<file path="src/rtl/decode_pkg.sv">
`default_nettype none

package decode_pkg;

    // major opcodes, instr[6:0]
    typedef enum logic [6:0] {
        op_lui      = 7'b0110111,
        op_auipc    = 7'b0010111,
        op_jal      = 7'b1101111,
        op_jalr     = 7'b1100111,
        op_branch   = 7'b1100011,
        op_load     = 7'b0000011,
        op_store    = 7'b0100011,
        op_imm      = 7'b0010011,
        op_reg      = 7'b0110011,
        op_system   = 7'b1110011,
        op_load_fp  = 7'b0000111,
        op_store_fp = 7'b0100111,
        op_fp       = 7'b1010011
    } opcode_e;

    typedef enum logic [2:0] {
        imm_i   = 3'd0,
        imm_s   = 3'd1,
        imm_b   = 3'd2,
        imm_u   = 3'd3,
        imm_j   = 3'd4,
        imm_csr = 3'd5
    } imm_src_e;

    typedef enum logic [3:0] {
        alu_add    = 4'd0,
        alu_sub    = 4'd1,
        alu_sll    = 4'd2,
        alu_slt    = 4'd3,
        alu_sltu   = 4'd4,
        alu_xor    = 4'd5,
        alu_srl    = 4'd6,
        alu_sra    = 4'd7,
        alu_or     = 4'd8,
        alu_and    = 4'd9,
        // lui result is the immediate itself
        alu_pass_b = 4'd10
    } alu_op_e;

    typedef enum logic [1:0] {
        res_alu      = 2'd0,
        res_mem      = 2'd1,
        res_pc_plus4 = 2'd2,
        res_csr      = 2'd3
    } result_src_e;

    localparam logic [11:0] csr_status_addr       = 12'h300;
    localparam logic [11:0] csr_scratch_addr      = 12'h340;
    localparam logic [11:0] csr_result_bytes_addr = 12'h7C0;

endpackage

`default_nettype wire

</file>
<file path="src/rtl/control_unit.sv">
`timescale 1ns/1ns
`default_nettype none

module control_unit import decode_pkg::*; (
    input  opcode_e     opcode,
    input  logic [2:0]  funct3,
    input  logic        funct7_5,
    output logic        reg_write,
    output logic        fpu_reg_write,
    output logic        mem_write,
    output logic        branch,
    output logic        jump,
    output logic        alu_src,
    output logic        csr_write,
    output logic        csr_src,
    output logic        illegal,
    output alu_op_e     alu_op,
    output result_src_e result_src,
    output imm_src_e    imm_src
);

    // alt selects sub/sra, only meaningful for register-register ops
    function automatic alu_op_e alu_from_funct3(input logic [2:0] f3, input logic alt);
        case (f3)
            3'b000:  return alt ? alu_sub : alu_add;
            3'b001:  return alu_sll;
            3'b010:  return alu_slt;
            3'b011:  return alu_sltu;
            3'b100:  return alu_xor;
            3'b101:  return alt ? alu_sra : alu_srl;
            3'b110:  return alu_or;
            default: return alu_and;
        endcase
    endfunction

    always_comb begin
        reg_write     = 1'b0;
        fpu_reg_write = 1'b0;
        mem_write     = 1'b0;
        branch        = 1'b0;
        jump          = 1'b0;
        alu_src       = 1'b0;
        csr_write     = 1'b0;
        csr_src       = 1'b0;
        illegal       = 1'b0;
        alu_op        = alu_add;
        result_src    = res_alu;
        imm_src       = imm_i;
        case (opcode)
            op_lui: begin
                reg_write = 1'b1;
                alu_src   = 1'b1;
                alu_op    = alu_pass_b;
                imm_src   = imm_u;
            end
            op_auipc: begin
                reg_write = 1'b1;
                alu_src   = 1'b1;
                imm_src   = imm_u;
            end
            op_jal: begin
                reg_write  = 1'b1;
                jump       = 1'b1;
                result_src = res_pc_plus4;
                imm_src    = imm_j;
            end
            op_jalr: begin
                reg_write  = 1'b1;
                jump       = 1'b1;
                alu_src    = 1'b1;
                result_src = res_pc_plus4;
            end
            op_branch: begin
                // compare by subtraction
                branch  = 1'b1;
                alu_op  = alu_sub;
                imm_src = imm_b;
            end
            op_load: begin
                reg_write  = 1'b1;
                alu_src    = 1'b1;
                result_src = res_mem;
            end
            op_store: begin
                mem_write = 1'b1;
                alu_src   = 1'b1;
                imm_src   = imm_s;
            end
            op_imm: begin
                reg_write = 1'b1;
                alu_src   = 1'b1;
                alu_op    = alu_from_funct3(funct3, 1'b0);
            end
            op_reg: begin
                reg_write = 1'b1;
                alu_op    = alu_from_funct3(funct3, funct7_5);
            end
            op_system: begin
                // funct3 of zero is ecall/ebreak, nothing written here
                if (funct3 != 3'b000) begin
                    reg_write  = 1'b1;
                    csr_write  = 1'b1;
                    csr_src    = funct3[2];
                    result_src = res_csr;
                    imm_src    = imm_csr;
                end
            end
            op_load_fp: begin
                fpu_reg_write = 1'b1;
                alu_src       = 1'b1;
                result_src    = res_mem;
            end
            op_store_fp: begin
                mem_write = 1'b1;
                alu_src   = 1'b1;
                imm_src   = imm_s;
            end
            op_fp: begin
                fpu_reg_write = 1'b1;
            end
            default: begin
                illegal = 1'b1;
            end
        endcase
    end

    always_comb begin
        assert (!(illegal && (reg_write || fpu_reg_write || mem_write || csr_write)))
            else $error("illegal instruction decoded with a write enable set");
    end

endmodule

`default_nettype wire

</file>
<file path="src/rtl/imm_extend.sv">
`timescale 1ns/1ns
`default_nettype none

module imm_extend import decode_pkg::*; (
    input  logic [31:0] instr,
    input  imm_src_e    imm_src,
    output logic [31:0] imm_ext
);

    always_comb begin
        case (imm_src)
            imm_i: begin
                imm_ext = {{20{instr[31]}}, instr[31:20]};
            end
            imm_s: begin
                imm_ext = {{20{instr[31]}}, instr[31:25], instr[11:7]};
            end
            imm_b: begin
                // branch offsets are halfword aligned
                imm_ext = {{19{instr[31]}}, instr[31], instr[7], instr[30:25],
                           instr[11:8], 1'b0};
            end
            imm_u: begin
                imm_ext = {instr[31:12], 12'b0};
            end
            imm_j: begin
                imm_ext = {{11{instr[31]}}, instr[31], instr[19:12], instr[20],
                           instr[30:21], 1'b0};
            end
            imm_csr: begin
                // csr address, never sign extended
                imm_ext = {20'b0, instr[31:20]};
            end
            default: begin
                imm_ext = 32'b0;
            end
        endcase
    end

endmodule

`default_nettype wire

</file>
<file path="src/rtl/regfile.sv">
`timescale 1ns/1ns
`default_nettype none

module regfile #(
    parameter bit zero_reg = 1'b1
) (
    input  logic        clk,
    input  logic        reset,
    input  logic        we,
    input  logic [4:0]  a1,
    input  logic [4:0]  a2,
    input  logic [4:0]  a3,
    input  logic [31:0] wd,
    output logic [31:0] rd1,
    output logic [31:0] rd2
);

    logic [31:0] regs [32];
    logic        wr_en;

    // x0 style register drops writes
    assign wr_en = we && !(zero_reg && a3 == 5'd0);

    always_ff @(posedge clk) begin
        if (reset) begin
            for (int i = 0; i < 32; i++) begin
                regs[i] <= 32'b0;
            end
        end else if (wr_en) begin
            regs[a3] <= wd;
        end
    end

    // write-first bypass on both ports
    always_comb begin
        if (zero_reg && a1 == 5'd0) begin
            rd1 = 32'b0;
        end else if (wr_en && a3 == a1) begin
            rd1 = wd;
        end else begin
            rd1 = regs[a1];
        end
        if (zero_reg && a2 == 5'd0) begin
            rd2 = 32'b0;
        end else if (wr_en && a3 == a2) begin
            rd2 = wd;
        end else begin
            rd2 = regs[a2];
        end
    end

endmodule

`default_nettype wire

</file>
<file path="src/rtl/csr_file.sv">
`timescale 1ns/1ns
`default_nettype none

module csr_file import decode_pkg::*; (
    input  logic        clk,
    input  logic        reset,
    input  logic        we,
    input  logic [11:0] addr,
    input  logic [31:0] din,
    output logic [31:0] dout,
    output logic [31:0] status,
    output logic [31:0] result_bytes
);

    logic [31:0] scratch;
    logic        sel_status;
    logic        sel_scratch;
    logic        sel_result_bytes;

    assign sel_status       = (addr == csr_status_addr);
    assign sel_scratch      = (addr == csr_scratch_addr);
    assign sel_result_bytes = (addr == csr_result_bytes_addr);

    always_ff @(posedge clk) begin
        if (reset) begin
            status       <= 32'b0;
            scratch      <= 32'b0;
            result_bytes <= 32'b0;
        end else if (we) begin
            if (sel_status) begin
                // bit 0 marks that software touched status
                status <= din | 32'h1;
            end
            if (sel_scratch) begin
                scratch <= din;
            end
            if (sel_result_bytes) begin
                result_bytes <= din;
            end
        end
    end

    // old value, unknown addresses read zero
    always_comb begin
        if (sel_status) begin
            dout = status;
        end else if (sel_scratch) begin
            dout = scratch;
        end else if (sel_result_bytes) begin
            dout = result_bytes;
        end else begin
            dout = 32'b0;
        end
    end

    assert property (@(posedge clk) disable iff (reset)
        we |-> (sel_status || sel_scratch || sel_result_bytes))
        else $error("csr write to unknown address %h", addr);

endmodule

`default_nettype wire

</file>
<file path="src/rtl/instr_decode.sv">
`timescale 1ns/1ns
`default_nettype none

module instr_decode import decode_pkg::*; (
    input  logic        clk,
    input  logic        reset,
    input  logic        in_valid,
    input  logic        stall,
    input  logic [31:0] instr,
    input  logic [31:0] pc,
    input  logic [4:0]  rd_w,
    input  logic [31:0] result_w,
    input  logic        reg_write_w,
    input  logic [31:0] fpu_result_w,
    input  logic        fpu_reg_write_w,
    output logic        out_valid,
    output logic        reg_write,
    output logic        fpu_reg_write,
    output logic        mem_write,
    output logic        branch,
    output logic        jump,
    output logic        alu_src,
    output logic        illegal,
    output alu_op_e     alu_op,
    output result_src_e result_src,
    output logic [31:0] pc_out,
    output logic [31:0] pc_plus4,
    output logic [31:0] rd1,
    output logic [31:0] rd2,
    output logic [31:0] fpu_rd1,
    output logic [31:0] fpu_rd2,
    output logic [31:0] imm_ext,
    output logic [31:0] csr_data,
    output logic [31:0] status,
    output logic [31:0] result_bytes,
    output logic [4:0]  rs1,
    output logic [4:0]  rs2,
    output logic [4:0]  rd,
    output logic [2:0]  rm,
    output logic [4:0]  funct5
);

    logic [4:0]  rs1_d;
    logic [4:0]  rs2_d;
    logic        reg_write_d;
    logic        fpu_reg_write_d;
    logic        mem_write_d;
    logic        branch_d;
    logic        jump_d;
    logic        alu_src_d;
    logic        csr_write_d;
    logic        csr_src_d;
    logic        illegal_d;
    alu_op_e     alu_op_d;
    result_src_e result_src_d;
    imm_src_e    imm_src_d;
    logic [31:0] imm_ext_d;
    logic [31:0] rd1_d;
    logic [31:0] rd2_d;
    logic [31:0] fpu_rd1_d;
    logic [31:0] fpu_rd2_d;
    logic [31:0] csr_din;
    logic [31:0] csr_dout;
    logic        csr_we;
    logic        accept;

    assign rs1_d  = instr[19:15];
    assign rs2_d  = instr[24:20];
    assign accept = in_valid && !stall;

    control_unit i_control_unit (
        .opcode       (opcode_e'(instr[6:0])),
        .funct3       (instr[14:12]),
        .funct7_5     (instr[30]),
        .reg_write    (reg_write_d),
        .fpu_reg_write(fpu_reg_write_d),
        .mem_write    (mem_write_d),
        .branch       (branch_d),
        .jump         (jump_d),
        .alu_src      (alu_src_d),
        .csr_write    (csr_write_d),
        .csr_src      (csr_src_d),
        .illegal      (illegal_d),
        .alu_op       (alu_op_d),
        .result_src   (result_src_d),
        .imm_src      (imm_src_d)
    );

    imm_extend i_imm_extend (
        .instr  (instr),
        .imm_src(imm_src_d),
        .imm_ext(imm_ext_d)
    );

    regfile #(
        .zero_reg(1'b1)
    ) int_rf (
        .clk  (clk),
        .reset(reset),
        .we   (reg_write_w),
        .a1   (rs1_d),
        .a2   (rs2_d),
        .a3   (rd_w),
        .wd   (result_w),
        .rd1  (rd1_d),
        .rd2  (rd2_d)
    );

    // fp register 0 is an ordinary register
    regfile #(
        .zero_reg(1'b0)
    ) fpu_rf (
        .clk  (clk),
        .reset(reset),
        .we   (fpu_reg_write_w),
        .a1   (rs1_d),
        .a2   (rs2_d),
        .a3   (rd_w),
        .wd   (fpu_result_w),
        .rd1  (fpu_rd1_d),
        .rd2  (fpu_rd2_d)
    );

    // zimm form takes the rs1 field itself
    assign csr_din = csr_src_d ? {27'b0, rs1_d} : rd1_d;
    assign csr_we  = csr_write_d && accept;

    csr_file i_csr_file (
        .clk         (clk),
        .reset       (reset),
        .we          (csr_we),
        .addr        (imm_ext_d[11:0]),
        .din         (csr_din),
        .dout        (csr_dout),
        .status      (status),
        .result_bytes(result_bytes)
    );

    // control outputs, inactive for a bubble
    always_ff @(posedge clk) begin
        if (reset) begin
            out_valid     <= 1'b0;
            reg_write     <= 1'b0;
            fpu_reg_write <= 1'b0;
            mem_write     <= 1'b0;
            branch        <= 1'b0;
            jump          <= 1'b0;
            alu_src       <= 1'b0;
            illegal       <= 1'b0;
            alu_op        <= alu_add;
            result_src    <= res_alu;
        end else if (!stall) begin
            out_valid     <= in_valid;
            reg_write     <= in_valid && reg_write_d;
            fpu_reg_write <= in_valid && fpu_reg_write_d;
            mem_write     <= in_valid && mem_write_d;
            branch        <= in_valid && branch_d;
            jump          <= in_valid && jump_d;
            alu_src       <= in_valid && alu_src_d;
            illegal       <= in_valid && illegal_d;
            alu_op        <= alu_op_d;
            result_src    <= result_src_d;
        end
    end

    always_ff @(posedge clk) begin
        if (!stall) begin
            pc_out   <= pc;
            pc_plus4 <= pc + 32'd4;
            rd1      <= rd1_d;
            rd2      <= rd2_d;
            fpu_rd1  <= fpu_rd1_d;
            fpu_rd2  <= fpu_rd2_d;
            imm_ext  <= imm_ext_d;
            csr_data <= csr_dout;
            rs1      <= rs1_d;
            rs2      <= rs2_d;
            rd       <= instr[11:7];
            rm       <= instr[14:12];
            funct5   <= instr[31:27];
        end
    end

    assert property (@(posedge clk) disable iff (reset) stall |=> $stable(out_valid))
        else $error("out_valid changed while stalled");

endmodule

`default_nettype wire

</file>
<file path="config.mk">
export PLATFORM = sky130hd
export DESIGN_NAME = instr_decode
export DESIGN_NICKNAME = d
export VERILOG_FILES = /design/src/rtl/decode_pkg.sv /design/src/rtl/control_unit.sv /design/src/rtl/imm_extend.sv /design/src/rtl/regfile.sv /design/src/rtl/csr_file.sv /design/src/rtl/instr_decode.sv
export SDC_FILE = /design/constraint.sdc
export NUM_CORES = 2
export LEC_CHECK = 0
export BUFFER_PORTS_ARGS = -buffer_cell sky130_fd_sc_hd__buf_2
export CAP_MARGIN = 20
export CELL_PAD_IN_SITES_DETAIL_PLACEMENT = 0
export CELL_PAD_IN_SITES_GLOBAL_PLACEMENT = 1
export CORE_MARGIN = 2
export CORE_UTILIZATION = 44
export CTS_CLUSTER_SIZE = 10
export DETAILED_ROUTE_END_ITERATION = 10
export GPL_TIMING_DRIVEN = 0
export PLACE_DENSITY = 0.7
export SLEW_MARGIN = 10
export SYNTH_ARGS = -nofsm -noshare
export SYNTH_HDL_FRONTEND = slang
export SYNTH_SLANG_ARGS = --single-unit
</file>
<file path="constraint.sdc">
create_clock -name clk -period 6.9 [get_ports clk]
set_input_delay 0.345 -clock clk [delete_from_list [all_inputs] [get_ports clk]]
set_output_delay 0.345 -clock clk [all_outputs]
set_load 0.03 [all_outputs]
</file>
# Word level (Yosys, flattened, before mapping)

Memories as Yosys holds them, arrays and structs flattened.
Cells that the tools add are included.

Equal/unequal tests: 29
Mux-type cells: 44
Add/sub/neg operators: 1
Reductions and logical operators: 35

Operators by type and width:

| cell                                            | count |
|---|---|
| 2-to-1 mux 32 bit                               | 11 |
| one-hot mux 32 bit (6 select lines)             | 1 |
| OR reduction 32 bit                             | 2 |
| one-hot mux 4 bit (7 select lines)              | 2 |
| == test 7 bit, second input constant            | 5 |
| adder 32 x 3 -> 32 bit, second input constant   | 1 |
| == test 7 x 6 -> 1 bit, second input constant   | 4 |
| == test 12 x 10 -> 1 bit, second input constant | 2 |
| 2-to-1 mux 1 bit                                | 22 |
| one-hot mux 4 bit (4 select lines)              | 1 |
| == test 3 bit, second input constant            | 5 |
| logical NOT 5 bit                               | 3 |
| one-hot mux 3 bit (5 select lines)              | 1 |
| == test 7 x 5 -> 1 bit, second input constant   | 2 |
| logical AND 1 bit                               | 14 |
| OR reduction 13 bit                             | 1 |
| == test 12 x 11 -> 1 bit, second input constant | 1 |
| == test 3 x 2 -> 1 bit, second input constant   | 4 |
| == test 5 bit                                   | 2 |
| 2-to-1 mux 5 bit                                | 2 |
| OR reduction 2 bit                              | 5 |
| OR reduction 8 bit                              | 1 |
| == test 7 x 2 -> 1 bit, second input constant   | 1 |
| == test 7 x 3 -> 1 bit, second input constant   | 1 |
| 10 further kinds                                | 15 |

Memories: 2
Input port bits: 139
Register bits: 389
Bits in writable memories: 2048

Memory list:

| name        | depth | bits a word | read ports | clocked after Yosys merged registers in | wr ports | line          | text |
|---|---|---|---|---|---|---|---|
| fpu_rf.regs | 32    | 32          | 2          | 0                                       | 32       | regfile.sv:18 | `logic [31:0] regs [32];` |
| int_rf.regs | 32    | 32          | 2          | 0                                       | 32       | regfile.sv:18 |  |

# Depth between registers and ports, before layout

Depth after elaboration: 9
Gate-level depth with buffers: 11
Mapped depth without buffers: 7

# Cells and area by module

Synthesis repeated with hierarchy kept, for this count alone.

Cells, all modules: 9126
Area total of the unflattened synthesis: 127245.8 sq um

By module, submodules not included:

| module           | cells an instance | instances | area an instance (sq um) |
|---|---|---|---|
| regfile (fpu_rf) | 4087              | 1         | 56121.3 |
| regfile (int_rf) | 3918              | 1         | 55723.4 |
| instr_decode     | 449               | 1         | 9651.8 |
| csr_file         | 537               | 1         | 4908.5 |
| imm_extend       | 72                | 1         | 494.2 |
| control_unit     | 63                | 1         | 346.6 |

# Worst setup path after synthesis

OpenSTA, ideal clock, no wires.

Path kind: input -> register
Start: input port stall
End: register result_src[0]
Stages: 4
Data arrival time: 6689 ps
Setup slack: 124 ps
Setup time: 88 ps
Required time: 6812 ps
Cell sequence: clkbuf_1 inv_1 o21ai_0 nor2_1

RTL lines:

| item                 | line                | text |
|---|---|---|
| from (decl)          | instr_decode.sv:8   | `input logic stall,` |
| to (signal assigned) | instr_decode.sv:151 | `result_src <= res_alu;` |
| to (signal assigned) | instr_decode.sv:162 | `result_src <= result_src_d;` |
| to (decl)            | instr_decode.sv:25  | `output result_src_e result_src,` |

# Worst setup path in the final report

Start: input port instr[22]
End: register rd2[18] (data pin)

Cells in the longest elaborated chain, start to end: 3
Elaborated cells between the ends (all ways): 5
Classes of those cells: eq/ne: 1; mux: 1; reduce/logical: 2; memory: 1

Ends and longest elaborated chain:

| item                                                              | line                | text |
|---|---|---|
| from (decl)                                                       | instr_decode.sv:9   | `input logic [31:0] instr,` |
| branches (longest 3 deep; another with memory read (32 x 32 bit)) | n/a                 |  |
| to (signal assigned)                                              | instr_decode.sv:171 | `rd2 <= rd2_d;` |
| to (decl)                                                         | instr_decode.sv:29  | `output logic [31:0] rd2,` |

Parallel ways; which one is timed is not known.
A chain may end at the register's enable or synchronous reset.

==> flow_summary.ini <==
[pwr]
p_sw_share_pct = 28.00
seq_power_share_pct = 46.1
combPwrFrac_pct = 15.3
p_switching_mw = 10.59
peakVddDrop_mv = 0.1994
clockPowerShare_pct = 38.6
intPower_mw = 27.23
leakagePower_nw = 51.39
powerDensity_nw_per_um2 = 257.2

[timing]
skew_ps = 33.35
fin_crit_ps = 5741
worst_slew_pin_slew_ps = 1342
timing.fmax_ghz = 0.1742
slew-limit-headroom_pct = 10.29
fin_crit_sh_pct = 83.21
rsz0062_at_grt = no
finalMaxSlewViolations = 0
setup_violations = 0
hold_viol = 0

[synth]
yosysTopAreaCellShare_pct = 56.45
muxShareOfSynthArea_pct = 22.68
syn_inst = 7998
synth-edff-count = 2325
synth_simple_gate_area_share_pct = 12.63
syn_area_um2 = 123700
synth_seq_cells = 2435
synth_top_family_by_area = multiplexers
netlist.top_cell.by_area = edfxtp_1
synthArstFlopShare_pct = 0
synth_area_per_cell_um2 = 15.46
synth_compound_area_share_pct = 3.401
ys.flop_type = edfxtp_1
yosysUniqueCellTypes = 78
synth.area.top_cells = edfxtp_1 56%, mux4_2 20%, and2_1 10%
ys_warn_count = 0
yosys.area_share.adder_pct = 0.01012
synth_seq_area_share_pct = 58.23
synth_xor_area_share_pct = 0.2762

[die]
die_area_um2 = 285300
die-height_um = 534.2
initial_core_util_pct = 44.27
core_area_um2 = 279400
num_rows = 194
die_x_um = 534.2
io_pins = 496

[critical_path]
cp-end-kind = flop
startpoint_type = input port
ff2ff_setup_slack_ps = 3690
crit_arrival_ps = 6370
path_class = in2reg
reg2reg_to = i_csr_file.scratch[0]
crit_required_ps = 7530
r2r-start = int_rf.regs[21][0]
startpoint = instr[22]
cp_max_fo = 10
r2r_cells = 6

[global_route]
antenna_found_initial = 78
grt_pass1_wl_mm = 788.6
overflow = 0
grt_pass1_vias = 85386
track_usage_pct = 41.98
grt_max_degree = 107

[clock_network]
cts.sinks = 2435
cts-htree-levels = 5
numCtsBuffers = 296
clk_pin_slew_ps = 50
cts_root_buffer = clkbuf_16
cts_setup_buffers = 0
clk_path_buf_depth = 4
clk_latency_ps = 950
cts_tree = yes

[route]
dr.first_iter.drc_count = 16256
wl_per_cell_um = 46.27
totalWireLength_mm = 606.8
via_count = 89963
first_pass_iters = 9
drtAntennaViolNets = 0
drcViolationCount = 0
vias_per_cell = 6.860

[finish]
final_cells = 13115
fin_util_pct = 52.62
drive_above_1_share_pct = 28.28
area_delta_synth_final_pct = 18.86
nets = 9334

[placed_design]
portBuffers = 488
gp_congestion = 1.015
dpl.cell_count = 12474
dp_hpwl_mm = 448.0

[min_path]
hold_start = result_w[16]
holdPathStages = 2
hold_path_class = in2reg
hold_end = int_rf.regs[31][16]

[flow_run]
cap_violations = 0

[status]
status = finished, final reports clean
[cell families after synthesis]
family	after synthesis
and+or+nand+nor	2648
DFF	2435
muxes	1413
buffers and inverters	850
AOI/OAI and AO/OA	611
xor gates and xnor gates	39
adders and majority gates	1
other	1
[area by class of cell]
type	instances	area, µm²
Antenna cell	43	107.6
Timing Repair Buffer	867	8922
Clock inverter	51	474.2
Inverter	24	97.59
Buffer	826	3538
Sequential cell	2435	72020
Clock buffer	401	8010
Fill cell	22971	132400
Multi-Input combinational cell	4744	49180
Tap cell	3724	4659
[power by group through the flow]
| stage | clock network, mW | registers (mW) | logic, mW |
|---|---|---|---|
| after CTS | 14.5 | 17.4 | 5.55 |
| after detailed placement | 0 | 17.7 | 5.48 |
| after global placement | 0 | 17.8 | 5.06 |
| after global routing | 15.0 | 17.5 | 5.74 |
| final | 14.6 | 17.4 | 5.78 |
| after floorplan | 0 | 18.0 | 2.41 |
[state kept, by name (all words and copies together), names as in the netlist, 2 cells and up]
register and cells:
alu_op 4, csr_data 32, fpu_rd1 32, fpu_rd2 32, fpu_rf.regs 1024, funct5 5
i_csr_file.result_bytes 32, i_csr_file.scratch 32, i_csr_file.status 32, imm_ext 32, int_rf.regs 1024, pc_out 32
pc_plus4 30, rd 5, rd1 32, rd2 32, result_src 2, rm 3
rs1 5, rs2 5
[cells in the final DEF, fill, tap and decap left out, drive strengths merged, types with 19 or more instances in the layout]
cell type	n
a2111oi	19
inv	37
edfxtp	2325
mux4	1105
dfxtp	110
o22ai	100
a21o	19
mux2	61
nand3	41
conb	32
and2	2036
nor2	256
o21ai	136
diode	43
a222oi	42
dlygate4sd3	126
clkinv	35
nor2b	33
clkbuf	1029
a211oi	31
xnor2	25
nand2	128
a21oi	97
o221ai	23
nor3	52
o2bb2ai	57
buf	939
mux2i	247
[Yosys cell counts (16+ instances only)]
| library cell | instances |
|---|---|
| clkbuf_1 | 627 |
| xnor2_1 | 25 |
| a2111oi_0 | 18 |
| and2_1 | 2034 |
| o22ai_1 | 100 |
| a21o_1 | 19 |
| mux2i_1 | 247 |
| o2bb2ai_1 | 57 |
| a222oi_1 | 42 |
| buf_1 | 76 |
| mux2_2 | 61 |
| a21oi_1 | 97 |
| buf_2 | 100 |
| a211oi_1 | 31 |
| nor2_1 | 255 |
| a22o_1 | 17 |
| inv_1 | 21 |
| o21ai_0 | 136 |
| nand2_1 | 128 |
| nand3_1 | 41 |
| o221ai_1 | 23 |
| mux4_2 | 1105 |
| buf_4 | 16 |
| edfxtp_1 | 2325 |
| dfxtp_1 | 110 |
| nor3_1 | 52 |
| nor2b_1 | 32 |
[worst max-delay path: stages]
cell and delay [ps]:
dlygate4sd3_1 530, buf_2 110, clkbuf_1 630, clkbuf_1 950, clkbuf_1 1040, buf_2 940
mux2i_1 270, o22ai_1 770, nor3_1 120, nor3_1 610
[metal layers]
metal | GRT usage, % | share of wire, % | vias to the layer above
li1 | - | - | 33359
met1 | 54.06 | 35 | 46603
met2 | 58.83 | 42 | 8234
met3 | 15.72 | 15 | 1729
met4 | 28.79 | 8.2 | 38
met5 | 0 | 0.050 | -
[worst max path at each step]
stage,to,slack [ps],cells after the start
6_report,rd2[18],1160,10
2_1_floorplan,result_src[0],120,4
5_1_grt,fpu_rd1[2],1310,10
3_3_place_gp,result_src[0],-3090,5
4_1_cts,fpu_rd1[2],1560,10
3_5_place_dp,fpu_rd1[2],1130,9
[per-stage QoR]
stage          hold WS, ps  worst slack [ps]  total power [mW]  cell area [µm²]   TNS, ps
2_1_floorplan        431.3             123.9             20.38           123800         0
3_3_place_gp         446.4             -3090             22.87           130900  -4954480
3_5_place_dp         445.1              1132             23.19           136900         0
4_1_cts              1.591              1564             37.46           146600         0
5_1_grt              1.980              1306             38.28           146900         0
6_report             37.29              1159             37.81           147000         0
[what timing repair did]
item                      CTS  global route
resized for setup           0             0
hold buffers              126             0
hold endpoints to repair  283             0
(Power assumes the default switching activity.)
